<file path="src/hw/lsu_op_pkg.sv">
// lsu operation encodings
// access size, extension mode and byte offset as issued by the EX stage

package lsu_op_pkg;

  //////////////////////////////
  // access size
  //////////////////////////////

  typedef logic [1:0] size_t;  // 0 word, 1 halfword, 2 and 3 byte

  localparam size_t SIZE_WORD = 2'd0;  // 32-bit access
  localparam size_t SIZE_HALF = 2'd1;  // 16-bit access

  //////////////////////////////
  // load extension mode
  //////////////////////////////

  typedef logic [1:0] ext_t;

  localparam ext_t EXT_ZERO = 2'd0;  // fill with zeros
  localparam ext_t EXT_SIGN = 2'd1;  // replicate the field msb
  localparam ext_t EXT_ONES = 2'd2;  // fill with ones

  //////////////////////////////
  // byte position in a word
  //////////////////////////////

  typedef logic [1:0] offset_t;

endpackage

</file>
<file path="src/hw/lsu_mem_pkg.sv">
// lsu bus-side definitions
// widths and vector types seen on the data bus

package lsu_mem_pkg;

  //////////////////////////////
  // bus widths
  //////////////////////////////

  localparam int unsigned ADDR_W = 32;          // byte address width
  localparam int unsigned DATA_W = 32;          // data word width
  localparam int unsigned BE_W   = DATA_W / 8;  // one enable per byte lane

  //////////////////////////////
  // bus types
  //////////////////////////////

  typedef logic [ADDR_W-1:0] addr_t;  // byte address
  typedef logic [DATA_W-1:0] word_t;  // full data word
  typedef logic [BE_W-1:0]   be_t;    // byte-enable mask

endpackage
</file>
<file path="src/hw/lsu_ifs.sv">
// lsu internal bundles
// transaction request toward the bus port and WB control toward load alignment

`timescale 1ns/1ps

interface lsu_trans_if import lsu_mem_pkg::*; ();

  logic  trans_valid;  // from the transaction controller
  logic  trans_ready;  // from the bus port
  addr_t addr;
  logic  we;
  be_t   be;
  word_t wdata;

  // payload from the request aligner
  modport req_src (output addr, we, be, wdata);
  // valid/ready pair for the transaction controller
  modport valid_src (output trans_valid, input trans_ready);
  // bus port consumes the whole request
  modport sink (input trans_valid, addr, we, be, wdata, output trans_ready);

endinterface

interface lsu_wb_ctrl_if import lsu_op_pkg::*; ();

  size_t   size;    // access size of the access in WB
  offset_t offset;  // byte offset of its address
  ext_t    ext;     // extension mode for loads
  logic    we;      // store, no load data expected

  modport source (output size, offset, ext, we);
  modport sink (input size, offset, ext, we);

endinterface

</file>
<file path="src/hw/lsu_top.sv">
// lsu top level
// data-side load/store unit between the EX/WB pipeline and a req/gnt/rvalid bus

`timescale 1ns/1ps

module lsu_top import lsu_mem_pkg::*, lsu_op_pkg::*; #(
  parameter int unsigned DEPTH = 2  // max outstanding bus transactions
) (
  input  logic    clk,
  input  logic    rst_n,
  // EX stage
  input  logic    data_req_ex_i,
  input  logic    data_we_ex_i,
  input  size_t   data_type_ex_i,
  input  ext_t    data_sign_ext_ex_i,
  input  word_t   data_wdata_ex_i,
  input  offset_t data_reg_offset_ex_i,
  input  addr_t   operand_a_ex_i,
  input  addr_t   operand_b_ex_i,
  input  logic    addr_useincr_ex_i,
  input  logic    data_misaligned_ex_i,
  output logic    data_misaligned_o,
  output word_t   data_rdata_ex_o,
  output logic    lsu_ready_ex_o,
  output logic    lsu_ready_wb_o,
  output logic    busy_o,
  // data bus
  output logic    data_req_o,
  input  logic    data_gnt_i,
  input  logic    data_rvalid_i,
  output addr_t   data_addr_o,
  output logic    data_we_o,
  output be_t     data_be_o,
  output word_t   data_wdata_o,
  input  word_t   data_rdata_i
);

  logic    ctrl_update;  // EX access moves to WB
  offset_t addr_offset;
  logic    resp_valid;
  word_t   resp_rdata;

  lsu_trans_if   trans_if ();
  lsu_wb_ctrl_if wb_if ();

  //////////////////////////////
  // request side
  //////////////////////////////

  lsu_req_align u_req_align (
    .data_type_i          (data_type_ex_i),
    .data_we_i            (data_we_ex_i),
    .data_wdata_i         (data_wdata_ex_i),
    .data_reg_offset_i    (data_reg_offset_ex_i),
    .operand_a_i          (operand_a_ex_i),
    .operand_b_i          (operand_b_ex_i),
    .addr_useincr_i       (addr_useincr_ex_i),
    .data_misaligned_ex_i (data_misaligned_ex_i),
    .data_req_i           (data_req_ex_i),
    .data_misaligned_o    (data_misaligned_o),
    .addr_offset_o        (addr_offset),
    .trans                (trans_if.req_src)
  );

  lsu_txn_ctrl #(.DEPTH(DEPTH)) u_txn_ctrl (
    .clk            (clk),
    .rst_n          (rst_n),
    .data_req_i     (data_req_ex_i),
    .resp_valid_i   (resp_valid),
    .lsu_ready_ex_o (lsu_ready_ex_o),
    .lsu_ready_wb_o (lsu_ready_wb_o),
    .busy_o         (busy_o),
    .ctrl_update_o  (ctrl_update),
    .trans          (trans_if.valid_src)
  );

  lsu_obi_port u_obi_port (
    .clk           (clk),
    .rst_n         (rst_n),
    .data_gnt_i    (data_gnt_i),
    .data_rvalid_i (data_rvalid_i),
    .data_rdata_i  (data_rdata_i),
    .trans         (trans_if.sink),
    .data_req_o    (data_req_o),
    .data_addr_o   (data_addr_o),
    .data_we_o     (data_we_o),
    .data_be_o     (data_be_o),
    .data_wdata_o  (data_wdata_o),
    .resp_valid_o  (resp_valid),
    .resp_rdata_o  (resp_rdata)
  );

  //////////////////////////////
  // response side
  //////////////////////////////

  lsu_wb_regs u_wb_regs (
    .clk             (clk),
    .rst_n           (rst_n),
    .ctrl_update_i   (ctrl_update),
    .data_type_i     (data_type_ex_i),
    .addr_offset_i   (addr_offset),
    .data_sign_ext_i (data_sign_ext_ex_i),
    .data_we_i       (data_we_ex_i),
    .wb              (wb_if.source)
  );

  lsu_rdata_align u_rdata_align (
    .clk                  (clk),
    .rst_n                (rst_n),
    .resp_valid_i         (resp_valid),
    .resp_rdata_i         (resp_rdata),
    .data_misaligned_ex_i (data_misaligned_ex_i),
    .data_misaligned_i    (data_misaligned_o),
    .wb                   (wb_if.sink),
    .data_rdata_o         (data_rdata_ex_o)
  );

endmodule

</file>
<file path="src/hw/lsu_obi_port.sv">
// lsu bus master port
// passes requests straight through when idle and replays a registered copy
// until the grant arrives

`timescale 1ns/1ps

module lsu_obi_port import lsu_mem_pkg::*; (
  input  logic        clk,
  input  logic        rst_n,
  input  logic        data_gnt_i,
  input  logic        data_rvalid_i,
  input  word_t       data_rdata_i,
  lsu_trans_if.sink   trans,
  output logic        data_req_o,
  output addr_t       data_addr_o,
  output logic        data_we_o,
  output be_t         data_be_o,
  output word_t       data_wdata_o,
  output logic        resp_valid_o,
  output word_t       resp_rdata_o
);

  typedef enum logic {IDLE, WAIT_GNT} obi_state_e;

  obi_state_e state_q, state_d;
  addr_t      addr_q;    // held request payload
  logic       we_q;
  be_t        be_q;
  word_t      wdata_q;

  always_comb begin
    state_d = state_q;
    case (state_q)
      IDLE:     if (trans.trans_valid && !data_gnt_i) state_d = WAIT_GNT;
      WAIT_GNT: if (data_gnt_i) state_d = IDLE;
      default:  state_d = IDLE;
    endcase
  end

  always_ff @(posedge clk or negedge rst_n) begin
    if (!rst_n) state_q <= IDLE;
    else state_q <= state_d;
  end

  // capture when the first cycle goes ungranted
  always_ff @(posedge clk) begin
    if (state_q == IDLE && trans.trans_valid && !data_gnt_i) begin
      addr_q  <= trans.addr;
      we_q    <= trans.we;
      be_q    <= trans.be;
      wdata_q <= trans.wdata;
    end
  end

  //////////////////////////////
  // bus drive
  //////////////////////////////

  assign data_req_o   = (state_q == WAIT_GNT) || trans.trans_valid;
  assign data_addr_o  = (state_q == WAIT_GNT) ? addr_q  : trans.addr;
  assign data_we_o    = (state_q == WAIT_GNT) ? we_q    : trans.we;
  assign data_be_o    = (state_q == WAIT_GNT) ? be_q    : trans.be;
  assign data_wdata_o = (state_q == WAIT_GNT) ? wdata_q : trans.wdata;
  assign trans.trans_ready = data_gnt_i;  // accepted in the grant cycle
  assign resp_valid_o = data_rvalid_i;
  assign resp_rdata_o = data_rdata_i;

  // pending request holds its address phase
  a_req_stable: assert property (@(posedge clk) disable iff (!rst_n)
    (data_req_o && !data_gnt_i) |=> ($stable(data_addr_o) && $stable(data_be_o)));

endmodule

</file>
<file path="src/hw/lsu_rdata_align.sv">
// lsu load data aligner
// picks the loaded field at the WB offset, extends it and joins the two
// halves of a split access using the held first response

`timescale 1ns/1ps

module lsu_rdata_align import lsu_mem_pkg::*, lsu_op_pkg::*; (
  input  logic            clk,
  input  logic            rst_n,
  input  logic            resp_valid_i,
  input  word_t           resp_rdata_i,
  input  logic            data_misaligned_ex_i,  // EX already in phase two
  input  logic            data_misaligned_i,     // EX still in phase one
  lsu_wb_ctrl_if.sink     wb,
  output word_t           data_rdata_o
);

  word_t       rdata_q;    // first half of a split load, or last result
  word_t       rdata_w;    // word result
  word_t       rdata_ext;  // selected and extended result
  logic [15:0] half;       // raw halfword
  logic [7:0]  byte_v;     // raw byte

  // fill bit for the upper part
  function automatic logic fill_bit(input ext_t mode, input logic msb);
    case (mode)
      EXT_ZERO: return 1'b0;
      EXT_ONES: return 1'b1;
      default:  return msb;   // sign
    endcase
  endfunction

  //////////////////////////////
  // field select
  //////////////////////////////

  always_comb begin
    case (wb.offset)
      2'd0: begin
        rdata_w = resp_rdata_i;
        half    = resp_rdata_i[15:0];
        byte_v  = resp_rdata_i[7:0];
      end
      2'd1: begin
        rdata_w = {resp_rdata_i[7:0], rdata_q[31:8]};   // low lanes from next word
        half    = resp_rdata_i[23:8];
        byte_v  = resp_rdata_i[15:8];
      end
      2'd2: begin
        rdata_w = {resp_rdata_i[15:0], rdata_q[31:16]};
        half    = resp_rdata_i[31:16];
        byte_v  = resp_rdata_i[23:16];
      end
      default: begin
        rdata_w = {resp_rdata_i[23:0], rdata_q[31:24]};
        half    = {resp_rdata_i[7:0], rdata_q[31:24]};  // crosses into next word
        byte_v  = resp_rdata_i[31:24];
      end
    endcase
  end

  always_comb begin
    case (wb.size)
      SIZE_WORD: rdata_ext = rdata_w;
      SIZE_HALF: rdata_ext = {{16{fill_bit(wb.ext, half[15])}}, half};
      default:   rdata_ext = {{24{fill_bit(wb.ext, byte_v[7])}}, byte_v};
    endcase
  end

  // raw data during phase one, final result otherwise
  always_ff @(posedge clk or negedge rst_n) begin
    if (!rst_n) begin
      rdata_q <= '0;
    end else if (resp_valid_i && !wb.we) begin
      if (data_misaligned_ex_i || data_misaligned_i) rdata_q <= resp_rdata_i;
      else rdata_q <= rdata_ext;
    end
  end

  assign data_rdata_o = resp_valid_i ? rdata_ext : rdata_q;  // live on rvalid, held after

endmodule

</file>
<file path="src/hw/lsu_wb_regs.sv">
// lsu WB control registers
// hold size, offset, extension and direction of the access waiting for its response

`timescale 1ns/1ps

module lsu_wb_regs import lsu_op_pkg::*; (
  input  logic             clk,
  input  logic             rst_n,
  input  logic             ctrl_update_i,   // EX access enters WB
  input  size_t            data_type_i,
  input  offset_t          addr_offset_i,
  input  ext_t             data_sign_ext_i,
  input  logic             data_we_i,
  lsu_wb_ctrl_if.source    wb
);

  //////////////////////////////
  // capture on EX to WB move
  //////////////////////////////

  always_ff @(posedge clk or negedge rst_n) begin
    if (!rst_n) begin
      wb.size   <= SIZE_WORD;
      wb.offset <= '0;
      wb.ext    <= EXT_ZERO;
      wb.we     <= 1'b0;
    end else if (ctrl_update_i) begin
      wb.size   <= data_type_i;
      wb.offset <= addr_offset_i;   // unaligned offset, also kept for phase two
      wb.ext    <= data_sign_ext_i;
      wb.we     <= data_we_i;
    end
  end

endmodule

</file>
<file path="src/hw/lsu_txn_ctrl.sv">
// lsu transaction controller
// counts accesses in flight, gates new requests at DEPTH and
// produces the EX/WB ready levels and the busy flag

`timescale 1ns/1ps

module lsu_txn_ctrl #(
  parameter int unsigned DEPTH = 2  // max outstanding bus transactions
) (
  input  logic            clk,
  input  logic            rst_n,
  input  logic            data_req_i,     // EX request level
  input  logic            resp_valid_i,   // bus response this cycle
  output logic            lsu_ready_ex_o,
  output logic            lsu_ready_wb_o,
  output logic            busy_o,
  output logic            ctrl_update_o,  // EX access moves to WB
  lsu_trans_if.valid_src  trans
);

  localparam int unsigned CNT_W = $clog2(DEPTH + 1);
  localparam logic [CNT_W-1:0] CNT_MAX = CNT_W'(DEPTH);

  logic [CNT_W-1:0] cnt_q;      // outstanding transactions
  logic [CNT_W-1:0] cnt_d;
  logic             count_up;   // request accepted
  logic             count_down; // response received
  logic             accepted;

  //////////////////////////////
  // request and readiness
  //////////////////////////////

  assign trans.trans_valid = data_req_i && (cnt_q < CNT_MAX);  // hold off at DEPTH
  assign accepted = trans.trans_valid && trans.trans_ready;

  // WB free when idle, else it frees with the awaited response
  assign lsu_ready_wb_o = (cnt_q == '0) ? 1'b1 : resp_valid_i;

  // EX and WB advance in lock step once WB holds an access
  assign lsu_ready_ex_o = !data_req_i        ? 1'b1 :
                          (cnt_q == '0)      ? accepted :
                          (cnt_q < CNT_MAX)  ? (resp_valid_i && accepted) :
                                               resp_valid_i;

  assign ctrl_update_o = lsu_ready_ex_o && data_req_i;
  assign busy_o        = (cnt_q != '0) || trans.trans_valid;

  //////////////////////////////
  // outstanding counter
  //////////////////////////////

  assign count_up   = accepted;
  assign count_down = resp_valid_i;

  always_comb begin
    case ({count_up, count_down})
      2'b10:   cnt_d = cnt_q + 1'b1;
      2'b01:   cnt_d = cnt_q - 1'b1;
      default: cnt_d = cnt_q;             // none, or one in and one out
    endcase
  end

  always_ff @(posedge clk or negedge rst_n) begin
    if (!rst_n) begin
      cnt_q <= '0;
    end else begin
      cnt_q <= cnt_d;
    end
  end

  // count stays bounded by DEPTH over any sequence of grants
  a_cnt_bound: assert property (@(posedge clk) disable iff (!rst_n)
    cnt_q <= CNT_MAX);

  // bus port only returns responses for granted requests
  a_no_spurious_resp: assert property (@(posedge clk) disable iff (!rst_n)
    resp_valid_i |-> (cnt_q != '0));

endmodule

</file>
<file path="src/hw/lsu_req_align.sv">
// lsu request aligner
// builds bus address, byte enables and rotated store data from the EX operands
// and flags accesses that need a second bus cycle

`timescale 1ns/1ps

module lsu_req_align import lsu_mem_pkg::*, lsu_op_pkg::*; (
  input  size_t           data_type_i,
  input  logic            data_we_i,
  input  word_t           data_wdata_i,
  input  offset_t         data_reg_offset_i,   // byte position of the value in the register
  input  addr_t           operand_a_i,
  input  addr_t           operand_b_i,
  input  logic            addr_useincr_i,      // a + b instead of a alone
  input  logic            data_misaligned_ex_i, // second phase of a split access
  input  logic            data_req_i,
  output logic            data_misaligned_o,
  output offset_t         addr_offset_o,
  lsu_trans_if.req_src    trans
);

  addr_t   addr_int;     // effective address
  offset_t addr_off;     // low address bits
  offset_t wdata_off;    // rotation for store data

  assign addr_int = addr_useincr_i ? (operand_a_i + operand_b_i) : operand_a_i;
  assign addr_off = addr_int[1:0];
  assign addr_offset_o = addr_off;

  //////////////////////////////
  // byte enables
  //////////////////////////////

  always_comb begin
    trans.be = 4'b0000;
    case (data_type_i)
      SIZE_WORD: begin
        if (!data_misaligned_ex_i) begin
          trans.be = 4'b1111 << addr_off;           // lanes from offset upward
        end else begin
          trans.be = ~(4'b1111 << addr_off);        // remaining low lanes of next word
        end
      end
      SIZE_HALF: begin
        if (!data_misaligned_ex_i) begin
          trans.be = 4'b1000;                       // offset 3 keeps only the top lane
          if (addr_off != 2'd3) trans.be = 4'b0011 << addr_off;
        end else begin
          trans.be = 4'b0001;                       // upper byte lands in lane 0
        end
      end
      default: trans.be = 4'b0001 << addr_off;      // byte
    endcase
  end

  // rotate store data so the register field lines up with its lanes
  assign wdata_off = addr_off - data_reg_offset_i;

  always_comb begin
    case (wdata_off)
      2'd0:    trans.wdata = data_wdata_i;
      2'd1:    trans.wdata = {data_wdata_i[23:0], data_wdata_i[31:24]};
      2'd2:    trans.wdata = {data_wdata_i[15:0], data_wdata_i[31:16]};
      default: trans.wdata = {data_wdata_i[7:0], data_wdata_i[31:8]};
    endcase
  end

  // second phase goes to the aligned next word
  assign trans.addr = data_misaligned_ex_i ? {addr_int[31:2], 2'b00} : addr_int;
  assign trans.we   = data_we_i;

  // split needed for a word off boundary or a halfword crossing lane 3
  always_comb begin
    data_misaligned_o = 1'b0;
    if (data_req_i && !data_misaligned_ex_i) begin
      if (data_type_i == SIZE_WORD) data_misaligned_o = (addr_off != 2'd0);
      if (data_type_i == SIZE_HALF) data_misaligned_o = (addr_off == 2'd3);
    end
  end

endmodule

</file>
<file path="config.mk">
export PLATFORM = sky130hd
export DESIGN_NAME = lsu_top
export DESIGN_NICKNAME = d
export VERILOG_FILES = /design/src/hw/lsu_op_pkg.sv /design/src/hw/lsu_mem_pkg.sv /design/src/hw/lsu_ifs.sv /design/src/hw/lsu_top.sv /design/src/hw/lsu_obi_port.sv /design/src/hw/lsu_rdata_align.sv /design/src/hw/lsu_wb_regs.sv /design/src/hw/lsu_txn_ctrl.sv /design/src/hw/lsu_req_align.sv
export SDC_FILE = /design/constraint.sdc
export NUM_CORES = 1
export LEC_CHECK = 0
export ABC_AREA = 1
export ABC_CLOCK_PERIOD_IN_PS = 5500
export BUFFER_PORTS_ARGS = -buffer_cell sky130_fd_sc_hd__buf_2
export CELL_PAD_IN_SITES_DETAIL_PLACEMENT = 0
export CELL_PAD_IN_SITES_GLOBAL_PLACEMENT = 1
export CORE_MARGIN = 3
export CORE_UTILIZATION = 34
export CTS_BUF_LIST = sky130_fd_sc_hd__clkbuf_4 sky130_fd_sc_hd__clkbuf_8 sky130_fd_sc_hd__clkbuf_16
export DETAILED_ROUTE_END_ITERATION = 6
export PLACE_DENSITY_LB_ADDON = 0.12
export SYNTH_ARGS = -nofsm -noshare
export SYNTH_HDL_FRONTEND = slang
export SYNTH_SLANG_ARGS = --single-unit
</file>
<file path="constraint.sdc">
create_clock -name clk -period 5.5 [get_ports clk]
set_clock_uncertainty 0.05 [all_clocks]
set_input_delay 0.275 -clock clk [delete_from_list [all_inputs] [get_ports clk]]
set_output_delay 0.275 -clock clk [all_outputs]
set_load 0.02 [all_outputs]
</file>
Word level (Yosys, flattened, before mapping) --
Index checks and enable logic that the tools add are counted.
Operators by class: add/sub/neg operators 4, $lt $le $gt $ge 1, eq/ne operators 11, shifts and indexed selects 3, muxes and demuxes 30, bitwise logic cells 2, reduce and logical (&&, ||, !) cells 24
Operator list (number):
- 32-bit one-hot mux with 3 select lines | 2
- 32-bit two-way mux | 5
- 32-bit one-hot mux with 2 select lines | 1
- 16-bit one-hot mux with 3 select lines | 1
- 32-bit adder | 1
- 8-bit one-hot mux with 3 select lines | 1
- 4-bit two-way mux | 4
- 2-bit zero test | 6
- 2-bit by 1-bit == test with 1-bit output (second input constant) | 5
- 2-bit == test (second input constant) | 5
- 1-bit two-way mux | 10
- 1-bit logical AND | 9
- 4-bit one-hot mux with 2 select lines | 1
- 1-bit one-hot mux with 2 select lines | 3
- 2-bit nonzero test | 3
- 4-bit inverter | 1
- 2-bit one-hot mux with 2 select lines | 1
- 1-bit by 2-bit << shifter with 4-bit output (first input constant) | 1
- 2-bit by 2-bit << shifter with 4-bit output (first input constant) | 1
- 4-bit by 2-bit << shifter with 4-bit output (first input constant) | 1
- 1-bit zero test | 3
- 1-bit logical OR | 3
- 2-bit by 1-bit adder with 2-bit output (second input constant) | 1
- 2-bit less-than comparator (second input constant) | 1
- other kinds (5) | 5
Word-level totals: register bits after elaboration 111, input bits 142, output and inout port bits 106, word-level logic and storage cells 86

Logic depth before layout (Yosys ltp) --
word-level depth 8, depth in mapped cells 16, depth with buffers taken out 16

Cells and area by module --
Synthesis repeated with hierarchy kept, for this count alone.
Second synthesis, totals: cells, all modules 1842, area, all modules 11347.1 µm²
Modules (own cells, without submodules):
- lsu_req_align | times used 1, cells each 795, area an instance 3826.2 µm², sequential area each 0.0 µm²
- lsu_rdata_align | times used 1, cells each 662, area an instance 3779.9 µm², sequential area each 800.8 µm²
- lsu_obi_port | times used 1, cells each 332, area an instance 3308.2 µm², sequential area each 2097.0 µm²
- lsu_wb_regs | times used 1, cells each 30, area an instance 269.0 µm², sequential area each 175.2 µm²
- lsu_txn_ctrl | times used 1, cells each 23, area an instance 163.9 µm², sequential area each 50.0 µm²

Least setup slack after synthesis --
OpenSTA, ideal clock, no wires.
path type register -> register, start reg u_obi_port.state_q, end reg u_obi_port.addr_q[0] (enable), setup time 0.582 ns, arrival time 5.495 ns, data required time 4.868 ns, slack -0.627 ns, cell stages (with the launch flop) 4, path buffers 2, clock period less this slack 6.127 ns, cell sequence dfrtp_1 -> clkbuf_1 -> clkbuf_1 -> nor3_1
On the way: cells in the longest elaborated chain, start to end 3
RTL lines:
- start, declared | RTL line lsu_obi_port.sv:25 | obi_state_e state_q, state_d;
- start signal, assigned | RTL line lsu_obi_port.sv:42 | else state_q <= state_d;
- 1-bit inverter | RTL line lsu_obi_port.sv:47 | if (state_q == IDLE && trans.trans_valid && !data_gnt_i) begin
- 1-bit logical AND (2 in series) | RTL line lsu_obi_port.sv:47
- end signal, assigned | RTL line lsu_obi_port.sv:48 | addr_q <= trans.addr;
- end, declared | RTL line lsu_obi_port.sv:26 | addr_t addr_q;
Every way passes these cells. A chain may end at the register's enable or synchronous reset.

Final worst setup path --
start reg u_wb_regs.wb.offset[1], end out data_rdata_ex_o[27]
On the way: cells in the longest elaborated chain, start to end 5, elaborated cells on any way between the ends 10, those cells by class eq/ne: 2; mux: 7; reduce/logical: 1
RTL lines:
- start, declared | RTL line lsu_ifs.sv:31 | modport source (output size, offset, ext, we);
- start signal, assigned | RTL line lsu_wb_regs.sv:29 | wb.offset <= addr_offset_i;
- 2-bit == test, or another cell as far along | RTL line lsu_rdata_align.sv:38 | case (wb.offset)
- 8-bit one-hot mux with 3 select lines or 16-bit one-hot mux with 3 select lines (tied branches) | RTL line lsu_rdata_align.sv:38
- 1-bit one-hot mux with 2 select lines | RTL line lsu_rdata_align.sv:26 | case (mode)
- 32-bit one-hot mux with 2 select lines * | RTL line lsu_rdata_align.sv:63 | case (wb.size)
- 32-bit two-way mux * | RTL line lsu_rdata_align.sv:80 | assign data_rdata_o = resp_valid_i ? rdata_ext : rdata_q;
- end, declared | RTL line lsu_top.sv:23 | output word_t data_rdata_ex_o,
Mark *: on every way between the ends. The rest lies on a longest branch, timed or not.

==> results.cfg <==
[run_status]
outcome = finished, violations left
violations = design-rule violations

[yosys]
yosysSeqAreaShare_pct = 29.1
syn_avg_cell_area_um2 = 6.12
yosysTopAreaCellShare_pct = 26.1
synthFlopType = edfxtp_1
ys_top_cells_by_count = nand2_1 (745), inv_1 (209), nand3_1 (100), a21oi_1 (99), o21ai_0 (87)
synth_most_common_cell = nand2_1
synth.area.top_cells = nand2_1 (26%), edfxtp_1 (19%), dfrtp_1 (9.8%)
synth_warnings = 0
synth_cells = 1753
synth_edf_count = 69
yosysUniqueCellTypes = 47
synthArstFlopShare_pct = 37.8
ys_ff_latch = 111
syn_area_um2 = 10700
yosysTopAreaCell = nand2_1
synthesis.nets = 1936

[sta]
relSlewSlack_pct = 33.0
min_period_ns = 4.02
setup_violations = 0
clock.fmax_ghz = 0.249
maxSlewViolCount = 0
fin_ws_ns = 1.48
fin_crit_sh_pct = 73.0
worst_slew_pin_slew_ns = 1.01
fin_setup_tns_ns = 0
finalHoldViolCount = 0
rsz0062_at_grt = false

[global_routing]
grt_max_degree = 72
overflow = 0
antenna_found_initial = 2
grt_pass1_vias = 11291
grtUsageTotal_pct = 23.2
grt_pass1_wl_mm = 62.3

[clock_tree]
post_cts_buffers = 0
postCtsHoldBufs = 1
worst_skew_pair.late_latency_ns = 0.37
cts_max_level = 3
cts_resized = 0
root_buffer = clkbuf_16
cts_tree = built
numClockSinks = 111
clock_path_buffers = 2
cts_inserted_buffers = 9
clk_transition_reported_paths_ns = 0.09

[placed_design]
portBuffers = 247
dp_hpwl_mm = 29.8
gp_congestion = 0.887
placed_cells = 2332
place_ws_ns = 1.85
placedInstanceArea_um2 = 12200

[floorplanning]
core_um2 = 30800
floorplan.initialDensity_pct = 34.8
die-area_um2 = 33700
pin_count = 248
die-height_um = 184
die_w_um = 184
rows = 64

[flow_run]
cap_violations = 0

[worst_setup_path]
worstPathRequired_ns = 5.18
cp_slowest_cell = dfrtp_1
critPathMostFrequentCell = inv_2
crit_path_max_incr_delay_ns = 0.57
cp_data_arrival_time_ns = 3.69
critPathCaptureType = output port
path_class = flop to output port
crit_path_start_kind = flop
crit_chain = inv_2 -> nand2_2 -> inv_2 -> nand2_1 -> nand4_1 -> nand4_2 -> nand3_1 -> nor2_1 -> o21ai_1 -> buf_2
critPathMaxFanout = 34

[route]
drcViolationCount = 1
num_vias = 11883
totalWireLength_mm = 40.0
drt-vias-per-instance = 5.06
drt_pass1_iterations = 7
ant_nets = 0
drt-initial-drc-count = 863
wl_per_cell_um = 17.0

[layout]
seq_area_um2 = 3120
fin_cells = 2349
multi_input_area_um2 = 6440
nFillCells = 3412
num_antenna_cells = 0
nNetsFinal = 2131
syn_to_final_growth_pct = 16.8
drive_gt1_share_pct = 16.4
fin_area_um2 = 12500

[power]
p_leak_nw = 6.62
power_density_nw_per_um2 = 425
vdd_drop_max_v = 0.000185
power_mw = 5.32

[worst_hold_path]
worstHoldPathType = input port to flop
-- power by group --
group / internal [mW] / switching (mW) / total (mW) / leakage, nW
sequential: 1.13 / 0.182 / 1.31 / 1.14
clock: 0.361 / 0.371 / 0.732 / 0.147
combinational: 0.999 / 2.28 / 3.28 / 5.33
-- cells by family (layout without fill, tap and decap cells) --
| family | after synthesis | after routing | synth area share [%] |
|---|---|---|---|
| AND/OR/NAND/NOR | 981 | 981 | 37.1 |
| adder cells (fa/ha/maj) | 41 | 41 | 4.85 |
| flip-flops | 111 | 111 | 29.1 |
| XOR/XNOR | 19 | 19 | 1.55 |
| buffers and inverters | 299 | 499 | 11.0 |
| AO/OA/AOI/OAI | 302 | 302 | 16.5 |
-- critical path: cells and delay by family, from the launching register on --
kind	cells	cell delay, ns
buf+inv	3	1.01
compound gates	1	0.29
simple gates	6	1.45
flops	1	0.57
-- path summary, 6_finish.rpt --
kind                                             end  slack, ns  depth (start not counted)                       from
max                              data_rdata_ex_o[27]       1.48                         10     u_wb_regs.wb.offset[1]
max in group asynchronous         u_obi_port.state_q       4.46                          3                      rst_n
min reg2reg                u_rdata_align.rdata_q[10]       0.44                          2  u_rdata_align.rdata_q[10]
min                                  u_obi_port.we_q       0.03                          1               data_we_ex_i
min in group asynchronous  u_rdata_align.rdata_q[10]       0.48                          3                      rst_n
max reg2reg                u_rdata_align.rdata_q[11]       2.27                          9     u_wb_regs.wb.offset[1]
-- flip-flops by register name, summed over array words and instances (netlist names) --
register               cells
u_obi_port.be_q            4
u_wb_regs.wb.size          2
u_obi_port.we_q            1
u_obi_port.wdata_q        32
u_wb_regs.wb.offset        2
u_obi_port.state_q         1
u_wb_regs.wb.we            1
u_obi_port.addr_q         32
u_rdata_align.rdata_q     32
u_wb_regs.wb.ext           2
u_txn_ctrl.cnt_q           2
-- layout make-up --
cell class | count | share of cell area (%)
repair buffers | 259 | 10.6
clock inverters | 7 | 0.619
clock buffers | 9 | 1.80
multi-input cells | 1343 | 51.4
well taps | 396 | 3.95
inverters | 224 | 6.71
flip-flops and latches | 111 | 24.9
-- cell usage in the layout (no fill, tap or decap), types with 23 or more instances in the layout --
cell type | Yosys | final
ha_1 | 40 | 40
nand2_1 | 745 | 745
dfrtp_1 | 42 | 41
o2111ai_1 | 24 | 24
nand3_1 | 100 | 100
o21ai_1 | 26 | 26
edfxtp_1 | 69 | 69
o22ai_1 | 23 | 23
nor2_1 | 77 | 77
o21ai_0 | 87 | 87
inv_1 | 209 | 209
a21oi_1 | 99 | 99
buf_2 | 18 | 247
-- per-layer routing --
layer  GRT usage (%)  routed length [um]
met5               0                  15
met4            5.82                 843
met3            3.72                2340
met2            38.0               18000
met1            32.1               18800
-- per-stage QoR --
stage,utilization [%],hold WS [ns]
2_1_floorplan,-,-0.0706
3_3_place_gp,39.6,0.370
3_5_place_dp,39.6,0.371
4_1_cts,40.7,0.0207
5_1_grt,40.7,0.0189
6_report,40.7,0.0345
(Power assumes the default switching activity.)
